==> src/lsu_pkg.sv <==
// shared address map, sizes and types for the load/store and MMIO subsystem
// every design file refers to these by scoped name

package lsu_pkg;

    // ==============================
    // widths and data memory
    // ==============================
    localparam int xlen = 32;
    localparam int lane_count = 4;

    localparam logic [xlen-1:0] dmem_base = 32'h0001_0000;
    localparam int unsigned dmem_bytes = 4096;
    localparam int dmem_words = dmem_bytes / lane_count;
    localparam int dmem_index_w = $clog2(dmem_words);

    // ==============================
    // io address map
    // ==============================
    localparam logic [xlen-1:0] cycle_addr = 32'h0000_ff00;
    // store sends low byte, load returns busy in bit 0
    localparam logic [xlen-1:0] uart_tx_addr = 32'h0000_ff04;
    localparam logic [xlen-1:0] gpi_addr = 32'h0000_ff0c;
    localparam logic [xlen-1:0] gpo_addr = 32'h0000_ff10;

    localparam int gpio_w = 4;

    // clocks per uart bit, small for simulation
    localparam int baud_div = 8;

    // ==============================
    // types
    // ==============================
    typedef enum logic [1:0] {
        size_byte = 2'd0,
        size_half = 2'd1,
        size_word = 2'd2
    } access_size_t;

    typedef enum logic [2:0] {
        region_none  = 3'd0,
        region_dmem  = 3'd1,
        region_cycle = 3'd2,
        region_uart  = 3'd3,
        region_gpi   = 3'd4,
        region_gpo   = 3'd5
    } region_t;

endpackage

==> src/lsu_load_align.sv <==
// load pipeline register and result formatting
// selects the source by region, then extracts and extends lanes by size and offset
`timescale 1ns/1ns

module lsu_load_align (
    input  logic                            clk,
    input  logic                            rst_n,
    input  logic                            load_valid,
    input  lsu_pkg::region_t                load_region,
    input  lsu_pkg::access_size_t           load_size,
    input  logic                            load_unsigned,
    input  logic [1:0]                      load_offset,
    input  logic [lsu_pkg::xlen-1:0]        ram_rdata,
    input  logic [lsu_pkg::xlen-1:0]        cycle_count,
    input  logic                            busy,
    input  logic [lsu_pkg::gpio_w-1:0]      gpi_value,
    input  logic [lsu_pkg::gpio_w-1:0]      gpo_value,
    output logic                            rsp_valid,
    output logic [lsu_pkg::xlen-1:0]        rsp_rdata
);

    logic                          valid_q;
    lsu_pkg::region_t              region_q;
    lsu_pkg::access_size_t         size_q;
    logic                          unsigned_q;
    logic [1:0]                    offset_q;
    logic [lsu_pkg::xlen-1:0]      cycle_q;
    logic                          busy_q;
    logic [lsu_pkg::gpio_w-1:0]    gpi_q;
    logic [lsu_pkg::gpio_w-1:0]    gpo_q;
    logic [7:0]                    lane_byte;
    logic [15:0]                   lane_half;
    logic [lsu_pkg::xlen-1:0]      mem_value;

    always_ff @(posedge clk or negedge rst_n) begin
        if (!rst_n) begin
            valid_q <= 1'b0;
        end else begin
            valid_q <= load_valid;
        end
    end

    // io values taken in the request cycle
    always_ff @(posedge clk) begin
        region_q <= load_region;
        size_q <= load_size;
        unsigned_q <= load_unsigned;
        offset_q <= load_offset;
        cycle_q <= cycle_count;
        busy_q <= busy;
        gpi_q <= gpi_value;
        gpo_q <= gpo_value;
    end

    // ==============================
    // lane extraction
    // ==============================
    assign lane_byte = ram_rdata[{offset_q, 3'b000} +: 8];
    assign lane_half = offset_q[1] ? ram_rdata[31:16] : ram_rdata[15:0];

    always_comb begin
        case (size_q)
            lsu_pkg::size_byte: mem_value = {{24{lane_byte[7] & ~unsigned_q}}, lane_byte};
            lsu_pkg::size_half: mem_value = {{16{lane_half[15] & ~unsigned_q}}, lane_half};
            default: mem_value = ram_rdata;
        endcase
    end

    always_comb begin
        case (region_q)
            lsu_pkg::region_dmem:  rsp_rdata = mem_value;
            lsu_pkg::region_cycle: rsp_rdata = cycle_q;
            lsu_pkg::region_uart:  rsp_rdata = {31'd0, busy_q};
            lsu_pkg::region_gpi:   rsp_rdata = {{(lsu_pkg::xlen-lsu_pkg::gpio_w){1'b0}}, gpi_q};
            lsu_pkg::region_gpo:   rsp_rdata = {{(lsu_pkg::xlen-lsu_pkg::gpio_w){1'b0}}, gpo_q};
            default:               rsp_rdata = '0;
        endcase
    end

    assign rsp_valid = valid_q;

endmodule

==> config.mk <==
export PLATFORM = sky130hd
export DESIGN_NAME = lsu_load_align
export DESIGN_NICKNAME = d
export VERILOG_FILES = /design/src/lsu_pkg.sv /design/src/lsu_load_align.sv
export SDC_FILE = /design/constraint.sdc
export NUM_CORES = 1
export LEC_CHECK = 0
export BUFFER_PORTS_ARGS = -buffer_cell sky130_fd_sc_hd__buf_2
export CAP_MARGIN = 20
export CORE_MARGIN = 2
export CORE_UTILIZATION = 25
export CTS_CLUSTER_DIAMETER = 60
export DETAILED_ROUTE_END_ITERATION = 8
export GPL_ROUTABILITY_DRIVEN = 0
export GPL_TIMING_DRIVEN = 0
export SYNTH_ARGS = -nofsm -noshare
export SYNTH_HDL_FRONTEND = slang
export SYNTH_SLANG_ARGS = --single-unit
==> constraint.sdc <==
create_clock -name clk -period 1.8 [get_ports clk]
set_input_delay 0.27 -clock clk [delete_from_list [all_inputs] [get_ports clk]]
set_output_delay 0.27 -clock clk [all_outputs]
set_load 0.05 [all_outputs]
Yosys cells after proc, flatten, opt, wreduce, memory -nomap -nowiden:

Cells that the tools add are included.

* equal/unequal tests: 6
* multiplexer cells: 3
* order comparisons: 0
* add/subtract/negate cells: 0
* multipliers: 0
* reduce and logical (&&, ||, !) cells: 1
* shift operators: 1
* div/mod/pow operators: 0
* bitwise operators: 3

Operators with widths (count)
* 32-bit one-hot mux with 5 select lines: 1
* 32-bit one-hot mux with 2 select lines: 1
* 32-bit by 6-bit variable part select with 8-bit output: 1
* 16-bit two-way mux: 1
* 3-bit by 2-bit == test with 1-bit output, second input constant: 2
* 3-bit == test, second input constant: 2
* 3-bit by 1-bit == test with 1-bit output, second input constant: 1
* 1-bit bitwise AND: 2
* 2-bit by 1-bit == test with 1-bit output, second input constant: 1
* 2-bit logical NOT: 1
* 1-bit NOT: 1

* RAM bits: 0
* output and inout bits: 33
* bits of input ports: 84
* word-level logic and storage cells: 23
* memories kept: 0
* bits in read-only memories: 0
* latch bits: 0
* register bits after elaboration: 50

Depth between registers and ports, before layout:

Gate-level depths: netlist of run 1.

* word-level depth: 4
* gate-level depth with buffers: 6
* depth with buffers taken out: 4

Least setup slack after synthesis of run 1:

OpenSTA, ideal clock, no wires.

* kind: register to output
* start point: register region_q[2]
* end point: output rsp_rdata[10] in the netlist's numbering
* arrival time: 1974 ps
* cell stages (with the launch flop): 7
* data required time: 1530 ps
* buffers on the path: 2
* path slack: -444 ps
* path through: dfxtp_1 nor2b_1 nor2b_1 buf_2 buf_2 a211oi_1 a21oi_1

* cells in the longest elaborated chain, start to end: 2
* elaborated cells between the ends (all ways): 6
* classes of those cells: 5 x eq/ne; 1 x mux

Ends and longest elaborated chain
* from (decl): RTL line lsu_load_align.sv:23 `lsu_pkg::region_t region_q;`
* from (signal assigned): RTL line lsu_load_align.sv:45 `region_q <= load_region;`
* 3-bit == test (tied with other cells): RTL line lsu_load_align.sv:70 `case (region_q)`
* 32-bit one-hot mux with 5 select lines *: RTL line lsu_load_align.sv:70
* to (decl): RTL line lsu_load_align.sv:19 `output logic [lsu_pkg::xlen-1:0] rsp_rdata`

Mark *: on every way between the ends. The rest lies on a longest branch, timed or not.

Final worst setup path of run 1:

* start point: register region_q[0]
* end point: output rsp_rdata[31] in the netlist's numbering

Same word-level chain as after synthesis.

==> impl_results.md, run 1 <==
* Achievable clock frequency at 444 MHz
* Post-synthesis cell area at 0.00209 mm^2
* Drt via density at 4.76
* Worst min-delay path class: primary input to flop
* Crit Path Class: flop to output pin
* Top library cells by usage in the layout, fill and taps aside: sky130_fd_sc_hd__buf_2, sky130_fd_sc_hd__dfxtp_1, sky130_fd_sc_hd__buf_6
* N_diodes at 0
* Unrepaired setup endpoints after global routing: true
* CTS buffer count at 5
* Vertical die dimension at 95.4 um
* Post-synthesis cell type count at 35
* I/O pin count at 117
* # port buffers at 116
* Mean cell area of the mapped netlist at 10.9 um^2
* Proportion of synthesized chip area in sequential cells at 48.2%
* Violated checks: negative setup slack
* Setup violation total in the final timing report at 32
* CP Data Arrival Time at 1.98 ns
* CTS sink count at 50
* Remaining Overflow, GRT at 0
* Die footprint at 0.00909 mm^2
* Net count of the finished layout at 414
* Drt total wl at 7.49 mm
* Clk buf depth at 2
* Pin count of the biggest net entering global routing at 16
* Worst Hold Path Cells at 1
* Most common library cell in the layout ignoring fill and taps: sky130_fd_sc_hd__buf_2
* Period Utilization, post-route at 125%
* Final setup slack of the worst path at -0.450 ns
* Detailed placement HPWL at 5.44 mm
* Root buffer selected by CTS: sky130_fd_sc_hd__clkbuf_8
* Critical-path cell list: and2b_4, nand2b_4, nor4b_4, buf_4, a221o_2, buf_8
* Area of the core at 0.00813 mm^2
* Number of global-route vias before repair at 2137
* Metal3 WL at 558 um
* End point of the critical path: rsp_rdata[31]
* Clock transition time at the flip-flop clock pins of the worst setup and hold paths at 0.09 ns
* Nature of the critical path endpoint: output pin
* Placement Rows at 33
* MaxCap Viol Count at 0
* Status: complete, but fails checks
* Tot Pwr at 0.00291 W
* Total met2 wirelength after detailed routing at 3.79 mm
* Clock tree from TritonCTS: yes
* Uppermost layer routed: met4
* Cell type of the slowest stage on the worst timing path: sky130_fd_sc_hd__nor4b_4
* Relative slew slack at 76.1%
* Static leakage power at 1.62 nW
* Starting utilization of the core area at 25.7%
* IR drop worst, VDD at 0.000350 V
* Largest stage delay on the critical path at 0.42 ns
* Overall routing resource usage at 16.3%
* Die Span X at 95.4 um
* Flip-flop and latch count after synthesis at 50
* Worst setup SP type: flop
* Share of final-layout standard cells stronger than drive strength 1 at 69.5%
* Number of max-slew violations in the final report at 0
* CP Launch Point: region_q[0]
* Initial drt markers at 124
* Wire length of the first global-routing pass at 11.0 mm
* Period minus WS final at 2.25 ns
* Wire length per cell at 17.2 um
* Final core utilization at 46.3%
* Final count of hold timing violations at 0
* Layout-stage area growth over the synthesis result at 80.6%
* Cell count after synthesis at 191
* Drc violations at 0
* Data required, critical path at 1.53 ns
* Count of fill cells added during filler insertion at 748
* Vias post-DR at 2077
* Power per cell area at 771 mW/mm^2
* Antenna Violating Nets Remaining at 0
* Syn. warnings at 0
* H-tree Lvls at 2
* Total nets after synthesis at 275
* Number of antenna violations at the first check in global routing at 0
* Transition time at the pin with the least slew margin at 0.357 ns
* Critical-path maximum fanout at 7
* Met1 wire length at 3.06 mm
* DRT Pass-1 Iters at 4
[worst max-delay path, delay by kind of cell (launching register included)]
| kind | cells | cell delay (ns) |
|---|---|---|
| simple gates | 3 | 0.78 |
| flops | 1 | 0.41 |
| buf+inv | 2 | 0.34 |
| compound gates | 1 | 0.13 |
[metrics by stage]
stage	TNS [ns]	cell area, um^2	worst slack [ns]	cells	hold WS, ns
2_1_floorplan	-0.924	2250	-0.224	191	-0.0256
3_3_place_gp	-10.84	2960	-0.516	412	0.0453
3_5_place_dp	-10.74	2960	-0.503	412	0.0459
4_1_cts	-11.12	3550	-0.456	430	0.0500
5_1_grt	-13.67	3770	-0.541	436	0.0456
6_report	-11.22	3770	-0.450	436	0.0580
[report_power, final]
| part | internal (W) | total [W] | switching (W) |
|---|---|---|---|
| clock | 0.000593 | 0.000977 | 0.000384 |
| sequential | 0.00117 | 0.00120 | 0.0000319 |
| combinational | 0.000341 | 0.000732 | 0.000391 |
| total | 0.00210 | 0.00291 | 0.000807 |
[worst min path at each step]
stage / slack, ns / start / endpoint
2_1_floorplan: -0.03 / rst_n / rsp_valid
3_3_place_gp: 0.05 / rst_n / rsp_valid
3_5_place_dp: 0.05 / rst_n / rsp_valid
4_1_cts: 0.05 / cycle_count[10] / cycle_q[10]
5_1_grt: 0.05 / cycle_count[6] / cycle_q[6]
6_report: 0.06 / cycle_count[28] / cycle_q[28]
[registers in the layout, summed over array words and instances, names as in the netlist]
signal,flops
size_q,2
unsigned_q,1
rsp_valid,1
busy_q,1
cycle_q,32
offset_q,2
region_q,3
gpi_q,4
gpo_q,4
[metal layers]
layer  global-route usage (%)  up-vias
met5                        0        -
met4                     4.83        0
met3                     4.51        9
met2                     28.0       75
met1                     19.7      989
li1                         -     1004
[Yosys cell counts]
library cell | instances | area share [%]
sky130_fd_sc_hd__buf_4 | 1 | 0.36
sky130_fd_sc_hd__a32oi_1 | 1 | 0.42
sky130_fd_sc_hd__or2_1 | 1 | 0.30
sky130_fd_sc_hd__a211oi_1 | 8 | 2.9
sky130_fd_sc_hd__dfxtp_1 | 49 | 47
sky130_fd_sc_hd__nand2b_1 | 10 | 3.0
sky130_fd_sc_hd__clkbuf_1 | 1 | 0.18
sky130_fd_sc_hd__nor2_1 | 1 | 0.18
sky130_fd_sc_hd__a2bb2oi_1 | 5 | 2.1
sky130_fd_sc_hd__mux2i_1 | 18 | 8.6
sky130_fd_sc_hd__o21ai_1 | 1 | 0.24
sky130_fd_sc_hd__a221o_1 | 16 | 7.7
sky130_fd_sc_hd__o22a_1 | 2 | 0.84
sky130_fd_sc_hd__dfrtp_1 | 1 | 1.2
sky130_fd_sc_hd__a22oi_1 | 12 | 4.3
sky130_fd_sc_hd__o221ai_1 | 5 | 2.1
sky130_fd_sc_hd__nor4b_4 | 1 | 1.1
sky130_fd_sc_hd__and2_1 | 1 | 0.30
sky130_fd_sc_hd__buf_6 | 3 | 1.6
sky130_fd_sc_hd__buf_2 | 10 | 2.4
sky130_fd_sc_hd__o22ai_1 | 1 | 0.30
sky130_fd_sc_hd__a21oi_1 | 9 | 2.2
sky130_fd_sc_hd__inv_1 | 1 | 0.18
sky130_fd_sc_hd__mux2_1 | 1 | 0.54
sky130_fd_sc_hd__nand3_1 | 4 | 0.96
sky130_fd_sc_hd__nor2b_1 | 13 | 3.9
sky130_fd_sc_hd__nand2b_2 | 1 | 0.42
sky130_fd_sc_hd__nor2b_4 | 1 | 0.66
sky130_fd_sc_hd__o211ai_1 | 3 | 1.1
sky130_fd_sc_hd__and2b_4 | 1 | 0.48
sky130_fd_sc_hd__or2_4 | 1 | 0.42
sky130_fd_sc_hd__nand2_1 | 5 | 0.90
sky130_fd_sc_hd__buf_1 | 1 | 0.18
sky130_fd_sc_hd__o2bb2ai_1 | 1 | 0.42
sky130_fd_sc_hd__mux2_2 | 1 | 0.54
[kinds of logic (layout without fill, tap and decap cells)]
| family | Yosys count | count (layout) | synth area share, % |
|---|---|---|---|
| AOI/OAI and AO/OA | 64 | 64 | 24.5 |
| DFF | 50 | 50 | 48.2 |
| and+or+nand+nor | 40 | 40 | 12.7 |
| muxes | 20 | 20 | 9.71 |
| buffers and inverters | 17 | 157 | 4.92 |
[area by class of cell]
class / count / area [um^2] / area share, %
timing repair buffer: 134 / 968 / 25.7
inverter: 1 / 3.75 / 0.0996
tap: 105 / 131 / 3.48
clock buffer: 6 / 82.6 / 2.19
buffer: 14 / 173 / 4.58
sequential: 50 / 1020 / 27.0
clock inverter: 2 / 60.1 / 1.59
multi-input combinational: 124 / 1330 / 35.3
[timing repair]
| action | CTS | global route |
|---|---|---|
| resized for setup | 107 | 40 |
| cloned | 1 | 0 |
| pin swaps | 5 | 10 |
| setup endpoints to repair | 32 | 32 |
| hold buffers | 1 | 0 |
| endpoints found under the hold margin | 1 | 0 |
| setup buffers | 9 | 7 |
No activity file was read; power rests on OpenSTA's default activity.
==> run 2, diff against run 1 <==
--- a/config.mk
+++ b/config.mk
@@ -7,7 +7,6 @@
 export LEC_CHECK = 0
 export BUFFER_PORTS_ARGS = -buffer_cell sky130_fd_sc_hd__buf_2
 export CAP_MARGIN = 20
-export CORE_MARGIN = 2
 export CORE_UTILIZATION = 25
 export CTS_CLUSTER_DIAMETER = 60
 export DETAILED_ROUTE_END_ITERATION = 8
==> run 2 against run 1 <==
First-iteration DRC count is 54% lower. Critical endpoint is now rsp_rdata[19]. Non-clock buffer count is 12 higher. The run still ends with negative setup slack left. Global-route usage increased by 2.4 points. Clock power decreased by 28%. Critical path type unchanged.
==> impl_results.md, run 2 (synthesized netlist as in run 1, its figures left out) <==
* Status: complete, but fails checks
* Violated checks: negative setup slack
* Clk buf depth at 2
* Post-Route Hold Slack at 0.0463 ns
* Design area at 0.00380 mm^2
* Drt total wl at 7.88 mm
* Setup violation total in the final timing report at 32
* Overall routing resource usage at 18.6%
* Share of final-layout standard cells stronger than drive strength 1 at 69.7%
* Pin count of the biggest net entering global routing at 19
* Wire length of the first global-routing pass at 12.1 mm
* Biggest registers after layout: cycle_q: 32 flops, gpi_q: 4 flops, gpo_q: 4 flops
* Starting utilization of the core area at 26.5%
* Drt via density at 4.87
* Largest register FFs at 32
* Tot Pwr at 0.00265 W
* Relative slew slack at 79.5%
* I/O pin count at 117
* Data required, critical path at 1.53 ns
* Transition time at the pin with the least slew margin at 0.307 ns
* # port buffers at 116
* Static leakage power at 1.66 nW
* CTS buffer count at 5
* Area of the core at 0.00789 mm^2
* Detailed placement HPWL at 5.59 mm
* Hold Crit Start: busy
* Achievable clock frequency at 428 MHz
* Remaining Overflow, GRT at 0
* Post-Place Cell Area at 0.00296 mm^2
* Vias post-DR at 2167
* Placement Rows at 32
* Net count of the finished layout at 426
* Die footprint at 0.00872 mm^2
* Antenna Violating Nets Remaining at 0
* Cell type of the slowest stage on the worst timing path: sky130_fd_sc_hd__dfxtp_2
* Crit Path Class: flop to output pin
* Worst setup SP type: flop
* Nature of the critical path endpoint: output pin
* Final core utilization at 48.2%
* Layout-stage area growth over the synthesis result at 82.3%
* Period minus WS final at 2.34 ns
* Number of global-route vias before repair at 2352
* IR drop worst, VDD at 0.000324 V
* Final count of hold timing violations at 0
* Unrepaired setup endpoints after global routing: true
* Final setup slack of the worst path at -0.535 ns
* CTS sink count at 50
* MaxCap Viol Count at 0
* Register with the most flip-flops: cycle_q
* Clock transition time at the flip-flop clock pins of the worst setup and hold paths at 0.10 ns
* CP Launch Point: offset_q[1]
* Drc violations at 0
* Most common library cell in the layout ignoring fill and taps: sky130_fd_sc_hd__buf_2
* Critical-path cell list: buf_6, mux2i_1, mux2i_1, nor4b_4, buf_6, clkbuf_16, a221o_2, buf_8
* CP Data Arrival Time at 2.07 ns
* N_diodes at 0
* Top library cells by usage in the layout, fill and taps aside: sky130_fd_sc_hd__buf_2, sky130_fd_sc_hd__dfxtp_1, sky130_fd_sc_hd__buf_6
* Number of max-slew violations in the final report at 0
* DRT Pass-1 Iters at 4
* Setup TNS Final at -13.20 ns
* Number of antenna violations at the first check in global routing at 0
* Power per cell area at 697 mW/mm^2
* Worst Hold Path Cells at 1
* Worst min-delay path class: primary input to flop
* Period Utilization, post-route at 130%
* Clock tree from TritonCTS: yes
* H-tree Lvls at 2
* Vertical die dimension at 93.4 um
* Root buffer selected by CTS: sky130_fd_sc_hd__clkbuf_8
* Critical-path maximum fanout at 7
* Initial drt markers at 57
* Largest stage delay on the critical path at 0.33 ns
* Count of fill cells added during filler insertion at 722
* Die Span X at 93.4 um
* Wire length per cell at 17.7 um
==> run 2: cell count changes in the layout (fill, tap and decap cells not counted), sizes merged <==
cell    previous run  this run
clkinv             0         1
bufinv             2         0
buf              147       158
inv                1         3
==> run 2: cell type report <==
class	count	area (um^2)	area share [%]
Sequential cell	50	1020	26.8
Timing Repair Buffer	146	1070	28.1
Tap cell	102	128	3.35
Clock inverter	3	28.8	0.756
Clock buffer	5	68.8	1.81
Multi-Input combinational cell	124	1310	34.5
Buffer	14	170	4.47
Inverter	1	6.26	0.164
==> run 2: per-stage QoR <==
| stage | cells | setup WS, ns |
|---|---|---|
| after global placement | 409 | -0.619 |
| after CTS | 439 | -0.541 |
| after global routing | 445 | -0.604 |
| after detailed placement | 409 | -0.628 |
| final | 445 | -0.535 |
| after floorplan | 191 | -0.224 |
==> run 2: per-layer routing <==
layer	share of wire, %	global-route usage (%)
met5	0	0
met4	1.6	5.77
met3	6.9	5.04
met2	50	32.9
met1	42	21.7
==> run 2: path summary, 6_finish.rpt <==
kind | to | slack, ns
max | rsp_rdata[19] | -0.54
min in group asynchronous | rsp_valid | 0.26
min | busy_q | 0.05
max in group asynchronous | rsp_valid | 1.46
==> run 2: what timing repair did <==
action / CTS / global route
pin swaps: 14 / 8
gates cloned: 0 / 1
hold endpoints to repair: 1 / 0
buffers inserted: 23 / 6
hold buffers: 1 / 0
resized for setup: 125 / 13
setup endpoints to repair: 32 / 32
==> run 2: report_power, final <==
group,internal (W),switching (W),leakage [nW]
logic,0.000349,0.000401,1.18
clock network,0.000291,0.000416,0.0506
registers,0.00116,0.0000278,0.426
==> run 2: worst max-delay path: cells and delay by family (launching register included) <==
kind | cells | cell delay, ns
buf+inv | 4 | 0.59
simple gates | 1 | 0.14
mux | 2 | 0.37
compound gates | 1 | 0.31
flops | 1 | 0.33
==> run 3, diff against run 2 <==
==> constraint.sdc (replaced) <==
create_clock -name clk -period 1.8 [get_ports clk]
set_input_delay 0.36 -clock clk [delete_from_list [all_inputs] [get_ports clk]]
set_output_delay 0.36 -clock clk [all_outputs]
set_load 0.1 [all_outputs]
==> run 3 against run 2 <==
The flow still finishes with violations (negative setup slack). First-iteration DRC count grew 25%. Worst hold slack gained 0.093 ns. Power grew 12%. Die area is the same. Maximum frequency shrank 3.3%. Sequential share of layout area shrank 3.4 points. Via count shrank 2.1%. Non-clock buffer count shrank 5. Routed wire length shrank 0.39%. Clock power is essentially flat. Flip-flop and latch count is the same. Sequential power is essentially flat. Critical path type unchanged.
==> impl_results.md, run 3 (synthesized netlist as in run 1, its figures left out) <==
* Remaining Overflow, GRT at 0
* Setup violation total in the final timing report at 32
* Vertical die dimension at 93.4 um
* I/O pin count at 117
* Final setup slack of the worst path at -0.615 ns
* DRT Pass-1 Iters at 4
* Transition time at the pin with the least slew margin at 0.484 ns
* Starting utilization of the core area at 26.5%
* Crit Path Class: flop to output pin
* Tot Pwr at 0.00296 W
* MaxCap Viol Count at 0
* Drt via density at 4.82
* Post-Place Cell Area at 0.00320 mm^2
* Hold Crit Start: cycle_count[21]
* Final Instance Count excl. Fillers at 440
* Worst Hold Path Cells at 1
* Layout-stage area growth over the synthesis result at 108%
* Relative slew slack at 68.0%
* Largest register FFs at 32
* Number of global-route vias before repair at 2215
* Unrepaired setup endpoints after global routing: true
* Pin count of the biggest net entering global routing at 19
* Detailed placement HPWL at 5.46 mm
* Register with the most flip-flops: cycle_q
* Static leakage power at 1.80 nW
* Nature of the critical path endpoint: output pin
* Placed insts at 409
* Area of the core at 0.00789 mm^2
* N_diodes at 0
* Wire length per cell at 17.8 um
* Count of fill cells added during filler insertion at 642
* Violated checks: negative setup slack
* Hold worst-path end: cycle_q[21]
* CP Data Arrival Time at 2.06 ns
* Critical-path maximum fanout at 5
* Worst min-delay path class: primary input to flop
* CTS buffer count at 5
* Worst setup SP type: flop
* H-tree Lvls at 2
* Share of final-layout standard cells stronger than drive strength 1 at 71.3%
* Clk buf depth at 2
* Net count of the finished layout at 421
* Period minus WS final at 2.42 ns
* Placement Rows at 32
* Number of antenna violations at the first check in global routing at 0
* Top library cells by usage in the layout, fill and taps aside: sky130_fd_sc_hd__buf_2, sky130_fd_sc_hd__dfxtp_1, sky130_fd_sc_hd__buf_12
* Overall routing resource usage at 18.3%
* Wire length of the first global-routing pass at 11.8 mm
* CTS sink count at 50
* Period Utilization, post-route at 134%
* Biggest registers after layout: cycle_q: 32 flops, gpi_q: 4 flops, gpo_q: 4 flops
* Most common library cell in the layout ignoring fill and taps: sky130_fd_sc_hd__buf_2
* Antenna Violating Nets Remaining at 0
* Clock transition time at the flip-flop clock pins of the worst setup and hold paths at 0.10 ns
* Vias post-DR at 2121
* Clock tree from TritonCTS: yes
* Post-Route Hold Slack at 0.139 ns
* Power per cell area at 683 mW/mm^2
* Initial drt markers at 71
* Status: complete, but fails checks
* Drt total wl at 7.85 mm
* Die footprint at 0.00872 mm^2
* Final count of hold timing violations at 0
* Achievable clock frequency at 414 MHz
* IR drop worst, VDD at 0.000356 V
* Die Span X at 93.4 um
* # port buffers at 116
* Setup TNS Final at -16.95 ns
* Design area at 0.00434 mm^2
* Number of max-slew violations in the final report at 0
* Data required, critical path at 1.44 ns
* Drc violations at 0
* Root buffer selected by CTS: sky130_fd_sc_hd__clkbuf_8
[run 3: cell types whose count changed in the layout (fill, tap and decap cells not counted), sizes merged]
cell / delta
buf: -5
clkinv: -1
inv: +1
[run 3: report_power, final]
group / total, W / switching [W] / internal, W
clock: 0.000710 / 0.000420 / 0.000290
sequential: 0.00120 / 0.0000340 / 0.00117
combinational: 0.00105 / 0.000599 / 0.000451
[run 3: area by class of cell]
class	instances	area [um^2]	area share, %
Buffer	15	204	4.70
Clock buffer	5	68.8	1.59
Clock inverter	3	26.3	0.606
Inverter	1	3.75	0.0865
Multi-Input combinational cell	124	1620	37.2
Sequential cell	50	1020	23.4
Tap cell	102	128	2.94
Timing Repair Buffer	140	1280	29.4
[run 3: per-stage QoR]
step                util [%]  setup WS (ns)
finish                  55.0         -0.615
floorplan                  -         -0.994
detailed placement      40.5         -0.857
global placement        40.5         -0.845
global route            55.0         -0.698
CTS                     52.6         -0.626
[run 3: critical path: stages, from the launching register on]
cell and delay (ns):
sky130_fd_sc_hd__dfxtp_2 0.34, sky130_fd_sc_hd__buf_6 0.11, sky130_fd_sc_hd__or2_4 0.25, sky130_fd_sc_hd__mux2i_1 0.12
sky130_fd_sc_hd__nor4b_4 0.14, sky130_fd_sc_hd__buf_6 0.15, sky130_fd_sc_hd__buf_16 0.13, sky130_fd_sc_hd__a221o_4 0.34
sky130_fd_sc_hd__buf_12 0.17
[run 3: worst max path at each step]
stage | from | slack [ns] | cells after the start | end
6_report | size_q[0] | -0.62 | 8 | rsp_rdata[17]
5_1_grt | offset_q[1] | -0.70 | 8 | rsp_rdata[17]
4_1_cts | size_q[0] | -0.63 | 8 | rsp_rdata[16]
3_5_place_dp | size_q[0] | -0.86 | 7 | rsp_rdata[16]
3_3_place_gp | size_q[0] | -0.85 | 7 | rsp_rdata[17]
2_1_floorplan | size_q[0] | -0.99 | 5 | rsp_rdata[2]
[run 3: timing repair]
action / CTS / global route
gates resized for setup: 180 / 30
gates cloned: 1 / 0
endpoints found under the hold margin: 1 / 0
setup buffers: 19 / 7
endpoints found under the setup margin: 32 / 32
hold buffers: 1 / 0
pin swaps: 9 / 13
[run 3: metal layers]
metal	up-vias	global-route usage, %	wire (um)
met5	-	0	0
met4	0	5.51	161
met3	15	4.96	602
met2	83	31.7	3970
met1	999	22.0	3110
li1	1024	-	-
